**src/hyper_cfg.svh**
```systemverilog
// ~~~~~~~~~~~~~~~~~~~~~~~~~~~~~~
// Build-time settings of the HyperBus front end
// Chip count, address map and register reset values
// ~~~~~~~~~~~~~~~~~~~~~~~~~~~~~~

`ifndef HYPER_CFG_SVH
`define HYPER_CFG_SVH

// Chips behind the transfer engine
`define HYPER_NUM_CHIPS 2

// Bit 31 of the bus address selects the register window
`define HYPER_CFG_BASE 32'h8000_0000
`define HYPER_NUM_BASE_REGS 8

// Chip ranges after reset
`define HYPER_RST_CHIP_BASE  32'h0000_0000
`define HYPER_RST_CHIP_SPACE 32'h0001_0000  // 64 KiB per chip

// Timing fields after reset
`define HYPER_RST_LAT          6
`define HYPER_RST_LAT_ADD      1
`define HYPER_RST_MASK_MSB     15
`define HYPER_RST_BURST_MAX    350
`define HYPER_RST_RW_RECOVERY  6
`define HYPER_RST_CLK_DELAY    8   // Same for RX and TX
`define HYPER_RST_ADDR_SPACE   0

`endif

```
**src/hyper_pkg.sv**
```systemverilog
// ~~~~~~~~~~~~~~~~~~~~~~~~~~~~~~
// Shared types of the HyperBus front end, imported by every module
// ~~~~~~~~~~~~~~~~~~~~~~~~~~~~~~

`default_nettype none

`include "hyper_cfg.svh"

package hyper_pkg;

    typedef logic [31:0]                  bus_addr_t;
    typedef logic [31:0]                  bus_data_t;
    typedef logic [3:0]                   bus_sel_t;   // Byte enables
    typedef logic [`HYPER_NUM_CHIPS-1:0]  chip_sel_t;  // One bit per chip
    typedef logic [3:0]                   lat_t;

    // Field order matches register indices 0 to 7
    typedef struct packed {
        lat_t        t_latency_access;
        logic        en_latency_additional;
        logic [15:0] t_burst_max;
        logic [3:0]  t_read_write_recovery;
        logic [3:0]  t_rx_clk_delay;
        logic [3:0]  t_tx_clk_delay;
        logic [4:0]  address_mask_msb;
        logic        address_space;
    } hyper_cfg_t;

    typedef struct packed {
        bus_addr_t start_addr;
        bus_addr_t end_addr;    // Not inclusive
    } chip_rule_t;

    typedef enum logic {ARB_IDLE, ARB_OWNED} arb_state_e;

    typedef enum logic [1:0] {XFER_IDLE, XFER_LATENCY, XFER_DONE} xfer_state_e;

endpackage

`default_nettype wire

```
**src/hyper_wb_if.sv**
```systemverilog
// ~~~~~~~~~~~~~~~~~~~~~~~~~~~~~~
// Wishbone classic link from the arbiter to one target
// ~~~~~~~~~~~~~~~~~~~~~~~~~~~~~~

`timescale 1ns/100ps
`default_nettype none

interface hyper_wb_if;
    import hyper_pkg::*;

    // Request, driven by the arbiter
    logic      cyc;
    logic      stb;
    logic      we;
    bus_addr_t adr;
    bus_data_t dat_w;
    bus_sel_t  sel;

    // Response, one cycle of ack or err per request
    bus_data_t dat_r;
    logic      ack;
    logic      err;

    modport master (
        output cyc, stb, we, adr, dat_w, sel,
        input  dat_r, ack, err
    );

    modport slave (
        input  cyc, stb, we, adr, dat_w, sel,
        output dat_r, ack, err
    );

endinterface

`default_nettype wire

```
**src/hyper_arbiter.sv**
```systemverilog
// ~~~~~~~~~~~~~~~~~~~~~~~~~~~~~~
// Round-robin arbiter for two Wishbone hosts
// Routes the granted host to the register or memory target
// ~~~~~~~~~~~~~~~~~~~~~~~~~~~~~~

`timescale 1ns/100ps
`default_nettype none

`include "hyper_cfg.svh"

module hyper_arbiter (
    input  wire logic                  clk_i,
    input  wire logic                  arst_n_i,
    input  wire logic                  m0_cyc_i,
    input  wire logic                  m0_stb_i,
    input  wire logic                  m0_we_i,
    input  hyper_pkg::bus_addr_t       m0_adr_i,
    input  hyper_pkg::bus_data_t       m0_dat_i,
    input  hyper_pkg::bus_sel_t        m0_sel_i,
    output hyper_pkg::bus_data_t       m0_dat_o,
    output logic                       m0_ack_o,
    output logic                       m0_err_o,
    input  wire logic                  m1_cyc_i,
    input  wire logic                  m1_stb_i,
    input  wire logic                  m1_we_i,
    input  hyper_pkg::bus_addr_t       m1_adr_i,
    input  hyper_pkg::bus_data_t       m1_dat_i,
    input  hyper_pkg::bus_sel_t        m1_sel_i,
    output hyper_pkg::bus_data_t       m1_dat_o,
    output logic                       m1_ack_o,
    output logic                       m1_err_o,
    hyper_wb_if.master                 cfg_bus,
    hyper_wb_if.master                 mem_bus
);
    import hyper_pkg::*;

    arb_state_e state_q;
    logic       grant_q;   // Current or last winner, 1 selects m1
    logic       win;
    logic       owned;
    logic       g_cyc, g_stb, g_we, to_cfg;
    bus_addr_t  g_adr;
    bus_data_t  g_dat, rsp_dat;
    bus_sel_t   g_sel;
    logic       rsp_ack, rsp_err;

    // On a tie the host that lost last time wins
    assign win = (m0_cyc_i && m1_cyc_i) ? ~grant_q : ~m0_cyc_i;

    always_ff @(posedge clk_i or negedge arst_n_i) begin
        if (!arst_n_i) begin
            state_q <= ARB_IDLE;
            grant_q <= 1'b1;   // m0 takes the first tie
        end else begin
            case (state_q)
                ARB_IDLE: if (m0_cyc_i || m1_cyc_i) begin
                    state_q <= ARB_OWNED;
                    grant_q <= win;
                end
                ARB_OWNED: if (!g_cyc) state_q <= ARB_IDLE;
                default:   state_q <= ARB_IDLE;
            endcase
        end
    end

    assign owned = (state_q == ARB_OWNED);

    // Request mux
    assign g_cyc  = grant_q ? m1_cyc_i : m0_cyc_i;
    assign g_stb  = grant_q ? m1_stb_i : m0_stb_i;
    assign g_we   = grant_q ? m1_we_i  : m0_we_i;
    assign g_adr  = grant_q ? m1_adr_i : m0_adr_i;
    assign g_dat  = grant_q ? m1_dat_i : m0_dat_i;
    assign g_sel  = grant_q ? m1_sel_i : m0_sel_i;
    assign to_cfg = |(g_adr & `HYPER_CFG_BASE);

    assign cfg_bus.cyc   = owned & g_cyc & to_cfg;
    assign cfg_bus.stb   = owned & g_stb & to_cfg;
    assign cfg_bus.we    = g_we;
    assign cfg_bus.adr   = g_adr;
    assign cfg_bus.dat_w = g_dat;
    assign cfg_bus.sel   = g_sel;

    assign mem_bus.cyc   = owned & g_cyc & ~to_cfg;
    assign mem_bus.stb   = owned & g_stb & ~to_cfg;
    assign mem_bus.we    = g_we;
    assign mem_bus.adr   = g_adr;
    assign mem_bus.dat_w = g_dat;
    assign mem_bus.sel   = g_sel;

    // Response back to the granted host only
    assign rsp_ack = to_cfg ? cfg_bus.ack   : mem_bus.ack;
    assign rsp_err = to_cfg ? cfg_bus.err   : mem_bus.err;
    assign rsp_dat = to_cfg ? cfg_bus.dat_r : mem_bus.dat_r;

    assign m0_ack_o = owned & ~grant_q & rsp_ack;
    assign m0_err_o = owned & ~grant_q & rsp_err;
    assign m0_dat_o = grant_q ? '0 : rsp_dat;
    assign m1_ack_o = owned & grant_q & rsp_ack;
    assign m1_err_o = owned & grant_q & rsp_err;
    assign m1_dat_o = grant_q ? rsp_dat : '0;

    a_one_ack: assert property (@(posedge clk_i) disable iff (!arst_n_i)
        !(m0_ack_o && m1_ack_o));

endmodule

`default_nettype wire

```
**src/hyper_cfg_regs.sv**
```systemverilog
// ~~~~~~~~~~~~~~~~~~~~~~~~~~~~~~
// Timing and chip-range registers with byte-lane writes
// ~~~~~~~~~~~~~~~~~~~~~~~~~~~~~~

`timescale 1ns/100ps
`default_nettype none

`include "hyper_cfg.svh"

module hyper_cfg_regs (
    input  wire logic                                 clk_i,
    input  wire logic                                 arst_n_i,
    hyper_wb_if.slave                                 bus,
    output hyper_pkg::hyper_cfg_t                     cfg_o,
    output hyper_pkg::chip_rule_t [`HYPER_NUM_CHIPS-1:0] chip_rules_o
);
    import hyper_pkg::*;

    localparam int unsigned NUM_REGS = `HYPER_NUM_BASE_REGS + 2 * `HYPER_NUM_CHIPS;

    hyper_cfg_t                            cfg_q;
    bus_data_t [`HYPER_NUM_CHIPS-1:0][1:0] crange_q;  // [chip][0 start, 1 end]
    logic [3:0] sel_reg;
    logic [3:0] chip_off;
    logic       mapped, req;
    logic       ack_q, err_q;
    bus_data_t  wmask, rd_data, wr_data, dat_q;

    assign sel_reg  = bus.adr[5:2];
    assign chip_off = sel_reg - 4'(`HYPER_NUM_BASE_REGS);
    assign mapped   = (sel_reg < NUM_REGS);
    assign req      = bus.cyc & bus.stb & ~ack_q & ~err_q;  // One answer per request

    // Zero-extended read value of the selected register
    always_comb begin
        rd_data = '0;
        case (sel_reg)
            4'd0: rd_data = bus_data_t'(cfg_q.t_latency_access);
            4'd1: rd_data = bus_data_t'(cfg_q.en_latency_additional);
            4'd2: rd_data = bus_data_t'(cfg_q.t_burst_max);
            4'd3: rd_data = bus_data_t'(cfg_q.t_read_write_recovery);
            4'd4: rd_data = bus_data_t'(cfg_q.t_rx_clk_delay);
            4'd5: rd_data = bus_data_t'(cfg_q.t_tx_clk_delay);
            4'd6: rd_data = bus_data_t'(cfg_q.address_mask_msb);
            4'd7: rd_data = bus_data_t'(cfg_q.address_space);
            default: if (mapped) rd_data = crange_q[chip_off[3:1]][chip_off[0]];
        endcase
    end

    always_comb begin
        for (int b = 0; b < 4; b++) begin
            wmask[8*b +: 8] = {8{bus.sel[b]}};
        end
    end

    assign wr_data = (wmask & bus.dat_w) | (~wmask & rd_data);

    always_ff @(posedge clk_i or negedge arst_n_i) begin
        if (!arst_n_i) begin
            cfg_q <= '{
                t_latency_access:      lat_t'(`HYPER_RST_LAT),
                en_latency_additional: 1'(`HYPER_RST_LAT_ADD),
                t_burst_max:           16'(`HYPER_RST_BURST_MAX),
                t_read_write_recovery: 4'(`HYPER_RST_RW_RECOVERY),
                t_rx_clk_delay:        4'(`HYPER_RST_CLK_DELAY),
                t_tx_clk_delay:        4'(`HYPER_RST_CLK_DELAY),
                address_mask_msb:      5'(`HYPER_RST_MASK_MSB),
                address_space:         1'(`HYPER_RST_ADDR_SPACE)
            };
            for (int i = 0; i < `HYPER_NUM_CHIPS; i++) begin
                crange_q[i][0] <= bus_data_t'(`HYPER_RST_CHIP_BASE + `HYPER_RST_CHIP_SPACE * i);
                crange_q[i][1] <= bus_data_t'(`HYPER_RST_CHIP_BASE
                                              + `HYPER_RST_CHIP_SPACE * (i + 1));
            end
            ack_q <= 1'b0;
            err_q <= 1'b0;
        end else begin
            ack_q <= req & mapped;
            err_q <= req & ~mapped;
            if (req && mapped && bus.we) begin
                case (sel_reg)
                    4'd0: cfg_q.t_latency_access      <= wr_data[3:0];
                    4'd1: cfg_q.en_latency_additional <= wr_data[0];
                    4'd2: cfg_q.t_burst_max           <= wr_data[15:0];
                    4'd3: cfg_q.t_read_write_recovery <= wr_data[3:0];
                    4'd4: cfg_q.t_rx_clk_delay        <= wr_data[3:0];
                    4'd5: cfg_q.t_tx_clk_delay        <= wr_data[3:0];
                    4'd6: cfg_q.address_mask_msb      <= wr_data[4:0];
                    4'd7: cfg_q.address_space         <= wr_data[0];
                    default: crange_q[chip_off[3:1]][chip_off[0]] <= wr_data;
                endcase
            end
        end
    end

    // Read data lines up with the ack pulse
    always_ff @(posedge clk_i) begin
        if (req) dat_q <= rd_data;
    end

    assign bus.ack   = ack_q;
    assign bus.err   = err_q;
    assign bus.dat_r = dat_q;

    assign cfg_o = cfg_q;
    always_comb begin
        for (int i = 0; i < `HYPER_NUM_CHIPS; i++) begin
            chip_rules_o[i].start_addr = crange_q[i][0];
            chip_rules_o[i].end_addr   = crange_q[i][1];
        end
    end

    a_ack_xor_err: assert property (@(posedge clk_i) disable iff (!arst_n_i)
        !(bus.ack && bus.err));

endmodule

`default_nettype wire

```
**src/hyper_xfer_engine.sv**
```systemverilog
// ~~~~~~~~~~~~~~~~~~~~~~~~~~~~~~
// Chip decoder and single-word access sequencer
// Holds one chip select for the configured latency
// ~~~~~~~~~~~~~~~~~~~~~~~~~~~~~~

`timescale 1ns/100ps
`default_nettype none

`include "hyper_cfg.svh"

module hyper_xfer_engine (
    input  wire logic                                 clk_i,
    input  wire logic                                 arst_n_i,
    hyper_wb_if.slave                                 bus,
    input  hyper_pkg::hyper_cfg_t                     cfg_i,
    input  hyper_pkg::chip_rule_t [`HYPER_NUM_CHIPS-1:0] chip_rules_i,
    output hyper_pkg::chip_sel_t                      hb_cs_n_o,
    output hyper_pkg::bus_addr_t                      hb_addr_o,
    output hyper_pkg::bus_data_t                      hb_wdata_o,
    output logic                                      hb_we_o,
    input  hyper_pkg::bus_data_t                      hb_rdata_i
);
    import hyper_pkg::*;

    xfer_state_e state_q;
    logic        err_q, req, hit_any, we_q;
    chip_sel_t   hit_sel, cs_sel_q;
    bus_addr_t   hit_start, addr_mask, addr_q;
    bus_data_t   wdata_q, rdata_q;
    logic [4:0]  lat_full, cnt_q;   // Up to twice a 4-bit latency

    assign req = bus.cyc & bus.stb & ~err_q;

    // Lowest matching chip wins
    always_comb begin
        hit_any   = 1'b0;
        hit_sel   = '0;
        hit_start = '0;
        for (int i = `HYPER_NUM_CHIPS - 1; i >= 0; i--) begin
            if (bus.adr >= chip_rules_i[i].start_addr && bus.adr < chip_rules_i[i].end_addr) begin
                hit_any   = 1'b1;
                hit_sel   = chip_sel_t'(1) << i;
                hit_start = chip_rules_i[i].start_addr;
            end
        end
        for (int b = 0; b < 32; b++) begin
            addr_mask[b] = (b <= int'(cfg_i.address_mask_msb));
        end
    end

    always_comb begin
        lat_full = cfg_i.en_latency_additional ? {cfg_i.t_latency_access, 1'b0}
                                               : {1'b0, cfg_i.t_latency_access};
        if (lat_full == '0) lat_full = 5'd1;   // Never shorter than one cycle
    end

    always_ff @(posedge clk_i or negedge arst_n_i) begin
        if (!arst_n_i) begin
            state_q <= XFER_IDLE;
            cnt_q   <= '0;
            err_q   <= 1'b0;
        end else begin
            err_q <= 1'b0;
            case (state_q)
                XFER_IDLE: if (req) begin
                    if (hit_any) begin
                        state_q <= XFER_LATENCY;
                        cnt_q   <= lat_full - 5'd1;
                    end else begin
                        err_q <= 1'b1;     // No chip claims the address
                    end
                end
                XFER_LATENCY: begin
                    if (cnt_q == '0) state_q <= XFER_DONE;
                    else             cnt_q   <= cnt_q - 5'd1;
                end
                XFER_DONE: state_q <= XFER_IDLE;
                default:   state_q <= XFER_IDLE;
            endcase
        end
    end

    // Access parameters latched at the start
    always_ff @(posedge clk_i) begin
        if (state_q == XFER_IDLE && req) begin
            cs_sel_q <= hit_sel;
            addr_q   <= (bus.adr - hit_start) & addr_mask;
            we_q     <= bus.we;
            wdata_q  <= bus.dat_w;
        end
        if (state_q == XFER_LATENCY && cnt_q == '0) rdata_q <= hb_rdata_i;  // Last low cycle
    end

    assign hb_cs_n_o  = ~(cs_sel_q & {`HYPER_NUM_CHIPS{state_q == XFER_LATENCY}});
    assign hb_we_o    = we_q & (state_q == XFER_LATENCY);
    assign hb_addr_o  = addr_q;
    assign hb_wdata_o = wdata_q;

    assign bus.ack   = (state_q == XFER_DONE);
    assign bus.err   = err_q;
    assign bus.dat_r = rdata_q;

    a_one_cs: assert property (@(posedge clk_i) disable iff (!arst_n_i)
        $countones(~hb_cs_n_o) <= 1);

endmodule

`default_nettype wire

```
**src/hyper_top.sv**
```systemverilog
// ~~~~~~~~~~~~~~~~~~~~~~~~~~~~~~
// Front end top with two Wishbone hosts and the memory pins
// ~~~~~~~~~~~~~~~~~~~~~~~~~~~~~~

`timescale 1ns/100ps
`default_nettype none

`include "hyper_cfg.svh"

module hyper_top (
    input  wire logic              clk_i,
    input  wire logic              arst_n_i,
    input  wire logic              m0_cyc_i,
    input  wire logic              m0_stb_i,
    input  wire logic              m0_we_i,
    input  hyper_pkg::bus_addr_t   m0_adr_i,
    input  hyper_pkg::bus_data_t   m0_dat_i,
    input  hyper_pkg::bus_sel_t    m0_sel_i,
    output hyper_pkg::bus_data_t   m0_dat_o,
    output logic                   m0_ack_o,
    output logic                   m0_err_o,
    input  wire logic              m1_cyc_i,
    input  wire logic              m1_stb_i,
    input  wire logic              m1_we_i,
    input  hyper_pkg::bus_addr_t   m1_adr_i,
    input  hyper_pkg::bus_data_t   m1_dat_i,
    input  hyper_pkg::bus_sel_t    m1_sel_i,
    output hyper_pkg::bus_data_t   m1_dat_o,
    output logic                   m1_ack_o,
    output logic                   m1_err_o,
    output hyper_pkg::chip_sel_t   hb_cs_n_o,
    output hyper_pkg::bus_addr_t   hb_addr_o,
    output logic                   hb_we_o,
    output hyper_pkg::bus_data_t   hb_wdata_o,
    input  hyper_pkg::bus_data_t   hb_rdata_i
);
    import hyper_pkg::*;

    hyper_cfg_t                            cfg;
    chip_rule_t [`HYPER_NUM_CHIPS-1:0]     chip_rules;

    hyper_wb_if cfg_bus ();
    hyper_wb_if mem_bus ();

    hyper_arbiter i_arbiter (
        .clk_i, .arst_n_i,
        .m0_cyc_i, .m0_stb_i, .m0_we_i, .m0_adr_i, .m0_dat_i, .m0_sel_i,
        .m0_dat_o, .m0_ack_o, .m0_err_o,
        .m1_cyc_i, .m1_stb_i, .m1_we_i, .m1_adr_i, .m1_dat_i, .m1_sel_i,
        .m1_dat_o, .m1_ack_o, .m1_err_o,
        .cfg_bus (cfg_bus.master),
        .mem_bus (mem_bus.master)
    );

    hyper_cfg_regs i_cfg_regs (
        .clk_i, .arst_n_i,
        .bus          (cfg_bus.slave),
        .cfg_o        (cfg),
        .chip_rules_o (chip_rules)
    );

    // Memory side
    hyper_xfer_engine i_xfer_engine (
        .clk_i, .arst_n_i,
        .bus          (mem_bus.slave),
        .cfg_i        (cfg),
        .chip_rules_i (chip_rules),
        .hb_cs_n_o, .hb_addr_o, .hb_wdata_o, .hb_we_o, .hb_rdata_i
    );

endmodule

`default_nettype wire

```
**config.mk**
```make
export PLATFORM = sky130hd
export DESIGN_NAME = hyper_top
export DESIGN_NICKNAME = d
export VERILOG_FILES = /design/src/hyper_pkg.sv /design/src/hyper_wb_if.sv /design/src/hyper_arbiter.sv /design/src/hyper_cfg_regs.sv /design/src/hyper_xfer_engine.sv /design/src/hyper_top.sv
export VERILOG_INCLUDE_DIRS = /design/src
export SDC_FILE = /design/constraint.sdc
export NUM_CORES = 1
export LEC_CHECK = 0
export BUFFER_PORTS_ARGS = -buffer_cell sky130_fd_sc_hd__buf_2
export CELL_PAD_IN_SITES_DETAIL_PLACEMENT = 0
export CELL_PAD_IN_SITES_GLOBAL_PLACEMENT = 2
export CORE_ASPECT_RATIO = 0.7
export CORE_MARGIN = 2
export CORE_UTILIZATION = 38
export CTS_CLUSTER_SIZE = 25
export DETAILED_ROUTE_END_ITERATION = 10
export PLACE_DENSITY = 0.87
export SYNTH_ARGS = -nofsm -noshare
export SYNTH_HDL_FRONTEND = slang
export SYNTH_SLANG_ARGS = --single-unit
```
**constraint.sdc**
```tcl
create_clock -name clk_i -period 8.1 [get_ports clk_i]
set_clock_uncertainty 0.05 [all_clocks]
set_input_delay 0.81 -clock clk_i [delete_from_list [all_inputs] [get_ports clk_i]]
set_output_delay 0.81 -clock clk_i [all_outputs]
set_load 0.05 [all_outputs]
```
==> flow_summary_export.csv, run 1 <==
group,metric,value,unit
clock_tree,root_buffer,"clkbuf_16",
layout,fillCellCount,4755,
outcome,status,"finished clean",
logic_synthesis,synth_top_area_frac,0.202,
placed_design,postPlaceCellArea,21900,um2
placed_design,post-place-ws,0.956,ns
grt,grt_max_degree,75,
die,io_pins,311,
routing,ant_nets,0,
routing,num_vias,15100,
sta,tightestPinTransition,1.13,ns
routing,first_pass_iters,5,
worst_setup_path,critPathLaunch,"i_arbiter.grant_q",
sta,period_share,0.871,
die,die_y,194,um
logic_synthesis,async_flop_share,0.577,
logic_synthesis,synth_top_area_cell,"dfrtp_1",
logic_synthesis,synth_edf_count,131,
die,die_w,275,um
routing,wirelength,63.6,mm
logic_synthesis,ys_types,71,
logic_synthesis,syn_nets,2095,
layout,syn_to_final_growth,17.7,%
worst_setup_path,r2r_slack,1.05,ns
die,initial_utilization,0.385,
layout,layout-drive-gt1-share,0.321,
worst_setup_path,r2r-end,"i_xfer_engine.hb_addr_o[29]",
worst_setup_path,crit_path_end_kind,"flip-flop",
worst_setup_path,cp.required,8.33,ns
placed_design,dp_cells,2694,
logic_synthesis,synth.ff_latch_count,310,
placed_design,portBuffers,310,
die,fp.coreArea,50900,um2
logic_synthesis,synthTopCellsByCount,"mux2_2, dfrtp_1, ha_1, inv_1, a21oi_1",
sta,setup_slack,1.05,ns
sta,worst_hold_slack,0.153,ns
logic_synthesis,synth.area.top_cells,"dfrtp_1, edfxtp_1, mux2_2, ha_1, mux2i_1",
clock_tree,clk-insertion-delay-late,0.55,ns
clock_tree,post_cts_resize_count,0,
worst_setup_path,rr_startpoint,"i_arbiter.grant_q",
worst_hold_path,hold_path.class,"primary input to asynchronous set/reset pin",
grt,grt_pass1_vias,15100,
power_and_ir_drop,ir_drop,0.000161,V
grt,met1_usage,0.357,
sta,fin_tns_setup,0,ns
routing,dr.first_iter.drc_count,1188,
worst_setup_path,crit_path_max_fanout,40,
clock_tree,hold_buffers,0,
sta,slew_headroom,0.245,
layout,instances_no_fill,2762,
clock_tree,cts_htree_levels,2,
routing,wire_per_inst,23.0,um
clock_tree,cts_buffer_depth,3,
logic_synthesis,ys_dominant_reg_cell,"dfrtp_1",
grt,grt_first_pass_wirelength,94.6,mm
layout,seq_area,8440,um2
sta,setup_viol,0,
logic_synthesis,syn_area_per_cell,11.1,um2
grt,grt.met3_usage,0.0544,
logic_synthesis,syn_area,19600,um2
clock_tree,clk_pin_slew,0.07,ns
grt,met2_usage,0.337,
logic_synthesis,synthCells,1760,
placed_design,hpwl,48.1,mm
worst_setup_path,worstPathArrival,7.28,ns
sta,rsz0062_at_grt,"no",
routing,route.detailed.drc,0,
power_and_ir_drop,leakage,10.5,nW
grt,grt_overflow,0,
die,dieArea,53400,um2
run,drv_cap,0,
sta,min_period,7.05,ns
logic_synthesis,yosysWarnings,0,
clock_tree,cts_buffers,36,
layout,design_area,23100,um2
sta,max_clock_freq,142,MHz
grt,antenna_found_initial,9,
worst_setup_path,crit_type,"flip-flop to flip-flop",
worst_setup_path,r2r_cells,22,
power_and_ir_drop,p_per_area,320,nW/um2
clock_tree,cts_setup_buffers,0,
routing,viasPerCell,5.48,
clock_tree,cts_tree,"done",
placed_design,gp_congestion,0.924,
worst_setup_path,startpoint_type,"flip-flop",
grt,busiest_layer,"met1",
sta,hold_violations,0,
layout,multiInputGateArea,10300,um2
logic_synthesis,yosysSeqAreaShare,0.431,
logic_synthesis,yosysMostFrequentCell,"mux2_2",
sta,slew_viol_final,0,
grt,grt_use_total,0.235,
clock_tree,cts.sinks,310,
die,rows,69,
layout,nets,2393,
## area by class of cell
cell class | count | area share
well taps | 674 | 0.0366
diodes | 2 | 0.000217
inverters | 143 | 0.0234
clock buffers | 48 | 0.0433
repair buffers | 335 | 0.0763
clock inverters | 18 | 0.00738
flip-flops and latches | 310 | 0.366
multi-input cells | 1232 | 0.447
## placed cells by master (no fill, tap or decap), drive strengths merged, types with 48 or more instances in the layout
master,n
a21oi,132
buf,335
clkbuf,48
dfrtp,158
edfxtp,131
ha,158
inv,146
mux2,214
mux2i,84
nand2,79
nor2,131
## metrics by stage
step / utilization / power (W)
3_3_place_gp: 0.430 / 0.00568
5_1_grt: 0.453 / 0.00782
3_5_place_dp: 0.430 / 0.00572
2_1_floorplan: - / 0.00466
6_report: 0.453 / 0.00738
4_1_cts: 0.453 / 0.00740
## layer usage
metal  routed length [um]  up-vias
met5                  195        -
met4                  915        2
met3                 4780       62
met1                30800     7530
li1                     -     7071
met2                26900      458
## how the worst max path moves through the flow
stage	depth (start not counted)	endpoint	slack (ns)
floorplan	25	i_xfer_engine.hb_addr_o[25]	1.43
global placement	24	i_xfer_engine.hb_addr_o[28]	1.03
detailed placement	22	i_xfer_engine.hb_addr_o[29]	0.96
CTS	22	i_xfer_engine.hb_addr_o[29]	0.96
global route	21	i_xfer_engine.hb_addr_o[19]	0.53
finish	22	i_xfer_engine.hb_addr_o[29]	1.05
## flip-flops by register name, indices dropped and copies added (netlist names)
signal,flops
i_arbiter.grant_q,1
i_arbiter.owned,1
i_cfg_regs.bus.ack,1
i_cfg_regs.bus.dat_r,32
i_cfg_regs.bus.err,1
i_cfg_regs.cfg_o,39
i_cfg_regs.chip_rules_o,128
i_xfer_engine.bus.dat_r,32
i_xfer_engine.bus.err,1
i_xfer_engine.cnt_q,5
i_xfer_engine.cs_sel_q,2
i_xfer_engine.hb_addr_o,32
i_xfer_engine.hb_wdata_o,32
i_xfer_engine.state_q,2
i_xfer_engine.we_q,1
## power by group
group / switching [W] / internal, W
Combinational: 0.00227 / 0.00130
Clock: 0.000693 / 0.000965
Sequential: 0.000228 / 0.00193
## logic make-up after synthesis
kind of cell	synth area share
AO/OA/AOI/OAI	0.108
buffers and inverters	0.0448
multiplexers	0.207
AND/OR/NAND/NOR	0.0946
adder cells (fa/ha/maj)	0.102
flip-flops	0.431
XOR/XNOR	0.0130
## worst max-delay path, cell delays in order, from the launching register on
cell	delay [ns]
dfstp_4	0.95
buf_12	0.33
mux2_2	0.44
ha_1	0.31
nand4_1	0.20
or3_1	0.41
o32ai_1	0.39
o211ai_1	0.13
a211oi_1	0.25
buf_4	0.18
nor2b_2	0.19
buf_4	0.28
a22oi_1	0.11
ha_1	0.39
a21o_1	0.23
a31oi_1	0.19
nand3_1	0.16
a221oi_1	0.54
o31ai_1	0.27
a211oi_1	0.39
a21oi_1	0.13
xnor2_1	0.16
nor3_1	0.07
Note: power is estimated with default switching activity, not from simulation.
==> inputs of run 2 (changes only) <==
--- a/config.mk
+++ b/config.mk
@@ -6,7 +6,7 @@
 export SDC_FILE = /design/constraint.sdc
 export NUM_CORES = 1
 export LEC_CHECK = 0
-export BUFFER_PORTS_ARGS = -buffer_cell sky130_fd_sc_hd__buf_2
+export BUFFER_PORTS_ARGS = -buffer_cell sky130_fd_sc_hd__buf_4
 export CELL_PAD_IN_SITES_DETAIL_PLACEMENT = 0
 export CELL_PAD_IN_SITES_GLOBAL_PLACEMENT = 2
 export CORE_ASPECT_RATIO = 0.7
==> run 2 against run 1 <==
Total power is 3.6% higher. Worst hold slack better by 0.20 ns. Final area is 3.9% higher. Non-clock buffer count is 5 higher. Clock power is 5% higher. Register-to-register slack worse by 0.38 ns. Flip-flop and latch count stayed put. Via count is 0.86% higher. Global-route usage is 1.2 points higher. Worst setup slack worse by 0.38 ns.
==> flow_summary_export.csv, run 2 (same netlist as run 1, synthesis figures left out) <==
group,metric,value,unit
worst_setup_path,worstPathArrival,7.75,ns
routing,dr.first_iter.drc_count,1195,
power_and_ir_drop,ir_drop,0.000177,V
routing,num_vias,15300,
sta,fin_tns_setup,0,ns
layout,layout-drive-gt1-share,0.323,
worst_setup_path,worst_path_largest_cell_delay,0.89,ns
sta,setup_viol,0,
routing,route.detailed.drc,0,
placed_design,gp_congestion,0.910,
layout,fillCellCount,4725,
placed_design,dp_cells,2699,
layout,instances_no_fill,2767,
layout,syn_to_final_growth,22.2,%
clock_tree,clk-insertion-delay-late,0.56,ns
sta,slew_viol_final,0,
power_and_ir_drop,p_sw_frac,0.428,
clock_tree,cts_buffers,36,
sta,slew_headroom,0.186,
die,initial_utilization,0.385,
worst_setup_path,crit_path_max_fanout,28,
die,fp.coreArea,50900,um2
power_and_ir_drop,p_per_area,320,nW/um2
grt,grt_pass1_vias,15600,
die,dieArea,53400,um2
layout,largest_reg_flops,128,
grt,grt_overflow,0,
worst_setup_path,path_cells,"buf_12 > mux2_2 > ha_1 > nand4_1 > or3_1 > o32ai_1 > o211ai_1 > a211oi_1 > nor2b_2 > buf_4 > a22oi_1 > ha_1 > a21o_1 > a31oi_1 > nand3_1 > a221oi_1 > o31ai_1 > a211oi_1 > a21oi_1 > xnor2_1 > nor3_1",
sta,max_clock_freq,135,MHz
routing,first_pass_iters,5,
grt,grt_use_total,0.247,
clock_tree,root_buffer,"clkbuf_16",
routing,wirelength,66.3,mm
clock_tree,clk_pin_slew,0.07,ns
grt,antenna_found_initial,3,
power_and_ir_drop,combPwrFrac,0.490,
clock_tree,cts_tree,"done",
clock_tree,cts_setup_buffers,0,
die,rows,69,
sta,period_share,0.918,
worst_setup_path,cp.required,8.41,ns
sta,min_period,7.43,ns
placed_design,portBuffers,310,
placed_design,hpwl,49.9,mm
power_and_ir_drop,leakage,10.7,nW
worst_setup_path,crit_type,"flip-flop to flip-flop",
clock_tree,cts_buffer_depth,3,
worst_setup_path,cp_slowest_cell,"dfstp_4",
die,die_w,275,um
grt,grt_first_pass_wirelength,98.7,mm
clock_tree,cts.sinks,310,
layout,multiInputGateArea,10300,um2
routing,viasPerCell,5.51,
layout,layout_common_cells,"buf_4, mux2_2, ha_1, dfrtp_1, inv_1",
run,drv_cap,0,
routing,wire_per_inst,24.0,um
power_and_ir_drop,power_frac_seq,0.281,
worst_setup_path,startpoint_type,"flip-flop",
sta,rsz0062_at_grt,"no",
clock_tree,cts_htree_levels,2,
power_and_ir_drop,power.switching,0.00327,W
layout,final_util,0.471,
layout,seq_area,8440,um2
worst_hold_path,hold_path.class,"primary input to asynchronous set/reset pin",
die,io_pins,311,
worst_setup_path,crit_path_end_kind,"flip-flop",
layout,layout.cells.most_common,"buf_4",
sta,tightestPinTransition,1.20,ns
routing,ant_nets,0,
die,die_y,194,um
sta,hold_violations,0,
clock_tree,hold_buffers,0,
layout,nets,2398,
power_and_ir_drop,p_int,0.00438,W
outcome,status,"finished clean",
grt,grt_max_degree,111,
power_and_ir_drop,clkPwrFrac,0.229,
clock_tree,post_cts_resize_count,0,
-- run 2: cell count changes in the layout (fill, tap and decap cells not counted), sizes merged --
cell and change:
buf +5, clkinv -3, bufinv +2, clkbuf +1, clkinvlp +1, inv -1
-- run 2: area by class of cell --
type	count	share of cell area
Multi-Input combinational cell	1232	0.430
Sequential cell	310	0.353
Timing Repair Buffer	340	0.107
Clock buffer	49	0.0418
Tap cell	674	0.0352
Inverter	143	0.0225
Clock inverter	17	0.0102
Antenna cell	2	0.000209
-- run 2: through the flow --
stage | hold WS [ns] | setup WS [ns] | total power, W | area, um2
2_1_floorplan | 0.413 | 1.43 | 0.00466 | 19600
3_3_place_gp | 0.433 | 0.969 | 0.00586 | 22700
3_5_place_dp | 0.444 | 0.738 | 0.00588 | 22700
4_1_cts | 0.363 | 0.726 | 0.00766 | 23900
5_1_grt | 0.370 | 0.244 | 0.00810 | 23900
6_report | 0.354 | 0.667 | 0.00765 | 23900
-- run 2: layer usage --
layer	global-route usage	share of wire
met1	0.370	0.47
met2	0.347	0.41
met3	0.0748	0.095
met4	0.0523	0.019
met5	0	0
-- run 2: worst paths after layout --
kind | start | to | slack (ns) | cells past startpoint
max | i_arbiter.grant_q | i_xfer_engine.hb_addr_o[29] | 0.67 | 21
min | arst_n_i | i_cfg_regs.chip_rules_o[65] | 0.35 | 1
max reg2reg | i_arbiter.grant_q | i_xfer_engine.hb_addr_o[29] | 0.67 | 21
min reg2reg | i_cfg_regs.cfg_o[17] | i_cfg_regs.cfg_o[17] | 0.46 | 1
max in group asynchronous | arst_n_i | i_cfg_regs.chip_rules_o[122] | 6.11 | 2
min in group clk_i | hb_rdata_i[2] | i_xfer_engine.bus.dat_r[2] | 0.38 | 1
-- run 2: critical path: cells and delay by family, from the launching register on --
family                     cells  cell delay (ns)
xor gates and xnor gates       1             0.14
AOI/OAI and AO/OA             10             3.25
and+or+nand+nor                5             1.26
muxes                          1             0.42
DFF                            1             0.89
buffers and inverters          2             0.49
adders and majority gates      2             0.71
-- run 2: power by group through the flow --
| stage | Sequential [W] | Combinational (W) | Clock [W] |
|---|---|---|---|
| 2_1_floorplan | 0.00217 | 0.00249 | 0 |
| 3_3_place_gp | 0.00216 | 0.00369 | 0 |
| 3_5_place_dp | 0.00218 | 0.00371 | 0 |
| 4_1_cts | 0.00215 | 0.00373 | 0.00178 |
| 5_1_grt | 0.00218 | 0.00408 | 0.00184 |
| 6_report | 0.00215 | 0.00375 | 0.00175 |
==> inputs of run 3 (changes only) <==
--- a/config.mk
+++ b/config.mk
@@ -7,9 +7,9 @@
 export NUM_CORES = 1
 export LEC_CHECK = 0
 export BUFFER_PORTS_ARGS = -buffer_cell sky130_fd_sc_hd__buf_4
+export CAP_MARGIN = 15
 export CELL_PAD_IN_SITES_DETAIL_PLACEMENT = 0
 export CELL_PAD_IN_SITES_GLOBAL_PLACEMENT = 2
-export CORE_ASPECT_RATIO = 0.7
 export CORE_MARGIN = 2
 export CORE_UTILIZATION = 38
 export CTS_CLUSTER_SIZE = 25
==> run 3 against run 2 <==
Clock power shrank 3%. Sequential power is essentially flat. Fmax grew 3.8%. Worst setup slack gained 0.27 ns. Critical path depth is the same. Flip-flop and latch count is the same. First-iteration DRC count shrank 20%. Wire length shrank 3.9%. Die area is essentially flat. Via count shrank 1.9%. Largest power group unchanged.
==> flow_summary_export.csv, run 3 (same netlist as run 1, synthesis figures left out) <==
group,metric,value,unit
routing,wirelength,63.7,mm
placed_design,hpwl,48.5,mm
worst_setup_path,r2r-end,"i_xfer_engine.hb_addr_o[29]",
layout,nets,2394,
layout,layout_common_cells,"buf_4, mux2_2, ha_1, dfrtp_1, inv_1",
worst_setup_path,startpoint_type,"flip-flop",
layout,fillCellCount,4853,
worst_setup_path,crit_path_max_fanout,50,
sta,min_period,7.16,ns
die,die_y,231,um
power_and_ir_drop,p_per_area,314,nW/um2
routing,num_vias,15000,
grt,grt_pass1_vias,15500,
layout,largest_reg_flops,128,
sta,worst_hold_slack,0.170,ns
grt,grt_first_pass_wirelength,94.7,mm
clock_tree,cts.sinks,310,
grt,grt_use_total,0.237,
worst_hold_path,hold_path.class,"primary input to asynchronous set/reset pin",
worst_setup_path,critPathLaunch,"i_arbiter.grant_q",
placed_design,portBuffers,310,
placed_design,gp_congestion,0.898,
clock_tree,cts_setup_buffers,0,
worst_setup_path,r2r_cells,21,
worst_setup_path,path_cells,"mux2_2 > ha_1 > nand4_1 > or3_1 > o32ai_1 > o211ai_1 > a211oi_1 > buf_4 > nor2b_2 > buf_4 > a22oi_1 > ha_1 > o21ai_0 > a21oi_1 > nor3b_1 > a221oi_1 > o31ai_1 > a211oi_1 > a21oi_1 > xnor2_1 > nor3_1",
power_and_ir_drop,ir_drop,0.000167,V
die,dieArea,53400,um2
clock_tree,post_cts_resize_count,0,
grt,antenna_found_initial,0,
clock_tree,cts_buffers,39,
worst_setup_path,cp.required,8.36,ns
power_and_ir_drop,leakage,10.7,nW
worst_setup_path,crit_type,"flip-flop to flip-flop",
sta,period_share,0.884,
clock_tree,root_buffer,"clkbuf_16",
die,fp.coreArea,51100,um2
sta,rsz0062_at_grt,"no",
layout,layout-drive-gt1-share,0.320,
sta,fin_tns_setup,0,ns
worst_setup_path,rr_startpoint,"i_arbiter.grant_q",
worst_setup_path,cp_slowest_cell,"dfstp_4",
clock_tree,hold_buffers,0,
sta,setup_slack,0.940,ns
sta,max_clock_freq,140,MHz
grt,grt_max_degree,94,
layout,syn_to_final_growth,21.9,%
routing,wire_per_inst,23.0,um
sta,hold_violations,0,
grt,grt_overflow,0,
outcome,status,"finished clean",
run,drv_cap,0,
worst_setup_path,crit_path_end_kind,"flip-flop",
clock_tree,cts_buffer_depth,3,
die,initial_utilization,0.383,
worst_setup_path,crit_end,"i_xfer_engine.hb_addr_o[29]",
sta,slew_headroom,0.270,
sta,setup_viol,0,
placed_design,post-place-ws,1.01,ns
sta,tightestPinTransition,1.09,ns
clock_tree,cts_htree_levels,2,
routing,route.detailed.drc,0,
worst_setup_path,r2r_slack,0.94,ns
die,io_pins,311,
worst_setup_path,worst_path_largest_cell_delay,1.07,ns
layout,antennaDiodeCount,0,
die,rows,83,
routing,viasPerCell,5.40,
routing,ant_nets,0,
routing,first_pass_iters,5,
clock_tree,clk_pin_slew,0.06,ns
clock_tree,cts_tree,"done",
layout,layout.cells.most_common,"buf_4",
die,die_w,231,um
routing,dr.first_iter.drc_count,954,
clock_tree,clk-insertion-delay-late,0.57,ns
sta,slew_viol_final,0,
worst_setup_path,worstPathArrival,7.42,ns
==> run 3: cell types whose count changed in the layout (fill, tap and decap cells not counted), sizes merged <==
| cell | previous run | this run |
|---|---|---|
| clkinv | 8 | 13 |
| diode | 2 | 0 |
| buf | 340 | 333 |
| inv | 145 | 144 |
| bufinv | 5 | 0 |
| clkbuf | 49 | 56 |
| clkinvlp | 2 | 1 |
==> run 3: metrics by stage <==
step                instance area (um2)  std cells  utilization  power (W)
floorplan                         19600       1760            -    0.00466
global placement                  22600       2697        0.443    0.00581
detailed placement                22600       2697        0.443    0.00584
CTS                               23900       2768        0.467    0.00756
global route                      23900       2769        0.467    0.00796
finish                            23900       2769        0.467    0.00750
==> run 3: area by class of cell <==
type / count / area (um2) / area share
Inverter: 143 / 539 / 0.0226
Sequential cell: 310 / 8440 / 0.354
Timing Repair Buffer: 333 / 2520 / 0.105
Tap cell: 680 / 851 / 0.0356
Clock inverter: 15 / 105 / 0.00440
Multi-Input combinational cell: 1232 / 10300 / 0.431
Clock buffer: 56 / 1120 / 0.0471
==> run 3: layer usage <==
metal  GRT usage  share of wire
met1       0.273           0.39
met2       0.434           0.53
met3      0.0360          0.040
met4       0.104          0.047
met5           0              0
==> run 3: critical path: cells and delay by family (launching register included) <==
family | cells | cell delay [ns]
AO/OA/AOI/OAI | 10 | 2.72
AND/OR/NAND/NOR | 5 | 1.25
flip-flops | 1 | 1.07
adder cells (fa/ha/maj) | 2 | 0.69
multiplexers | 1 | 0.47
buffers and inverters | 2 | 0.42
XOR/XNOR | 1 | 0.19
==> run 3: worst min-delay path by stage <==
stage | startpoint | endpoint
floorplan | i_cfg_regs.chip_rules_o[81] | i_cfg_regs.chip_rules_o[81]
global placement | i_cfg_regs.cfg_o[17] | i_cfg_regs.cfg_o[17]
detailed placement | i_cfg_regs.cfg_o[27] | i_cfg_regs.cfg_o[27]
CTS | arst_n_i | i_cfg_regs.cfg_o[35]
global route | arst_n_i | i_xfer_engine.cnt_q[1]
finish | arst_n_i | i_xfer_engine.cnt_q[0]
==> run 3: power breakdown <==
part | internal (W) | switching (W)
clock | 0.000972 | 0.000715
combinational | 0.00139 | 0.00225
sequential | 0.00193 | 0.000237
total | 0.00430 | 0.00320
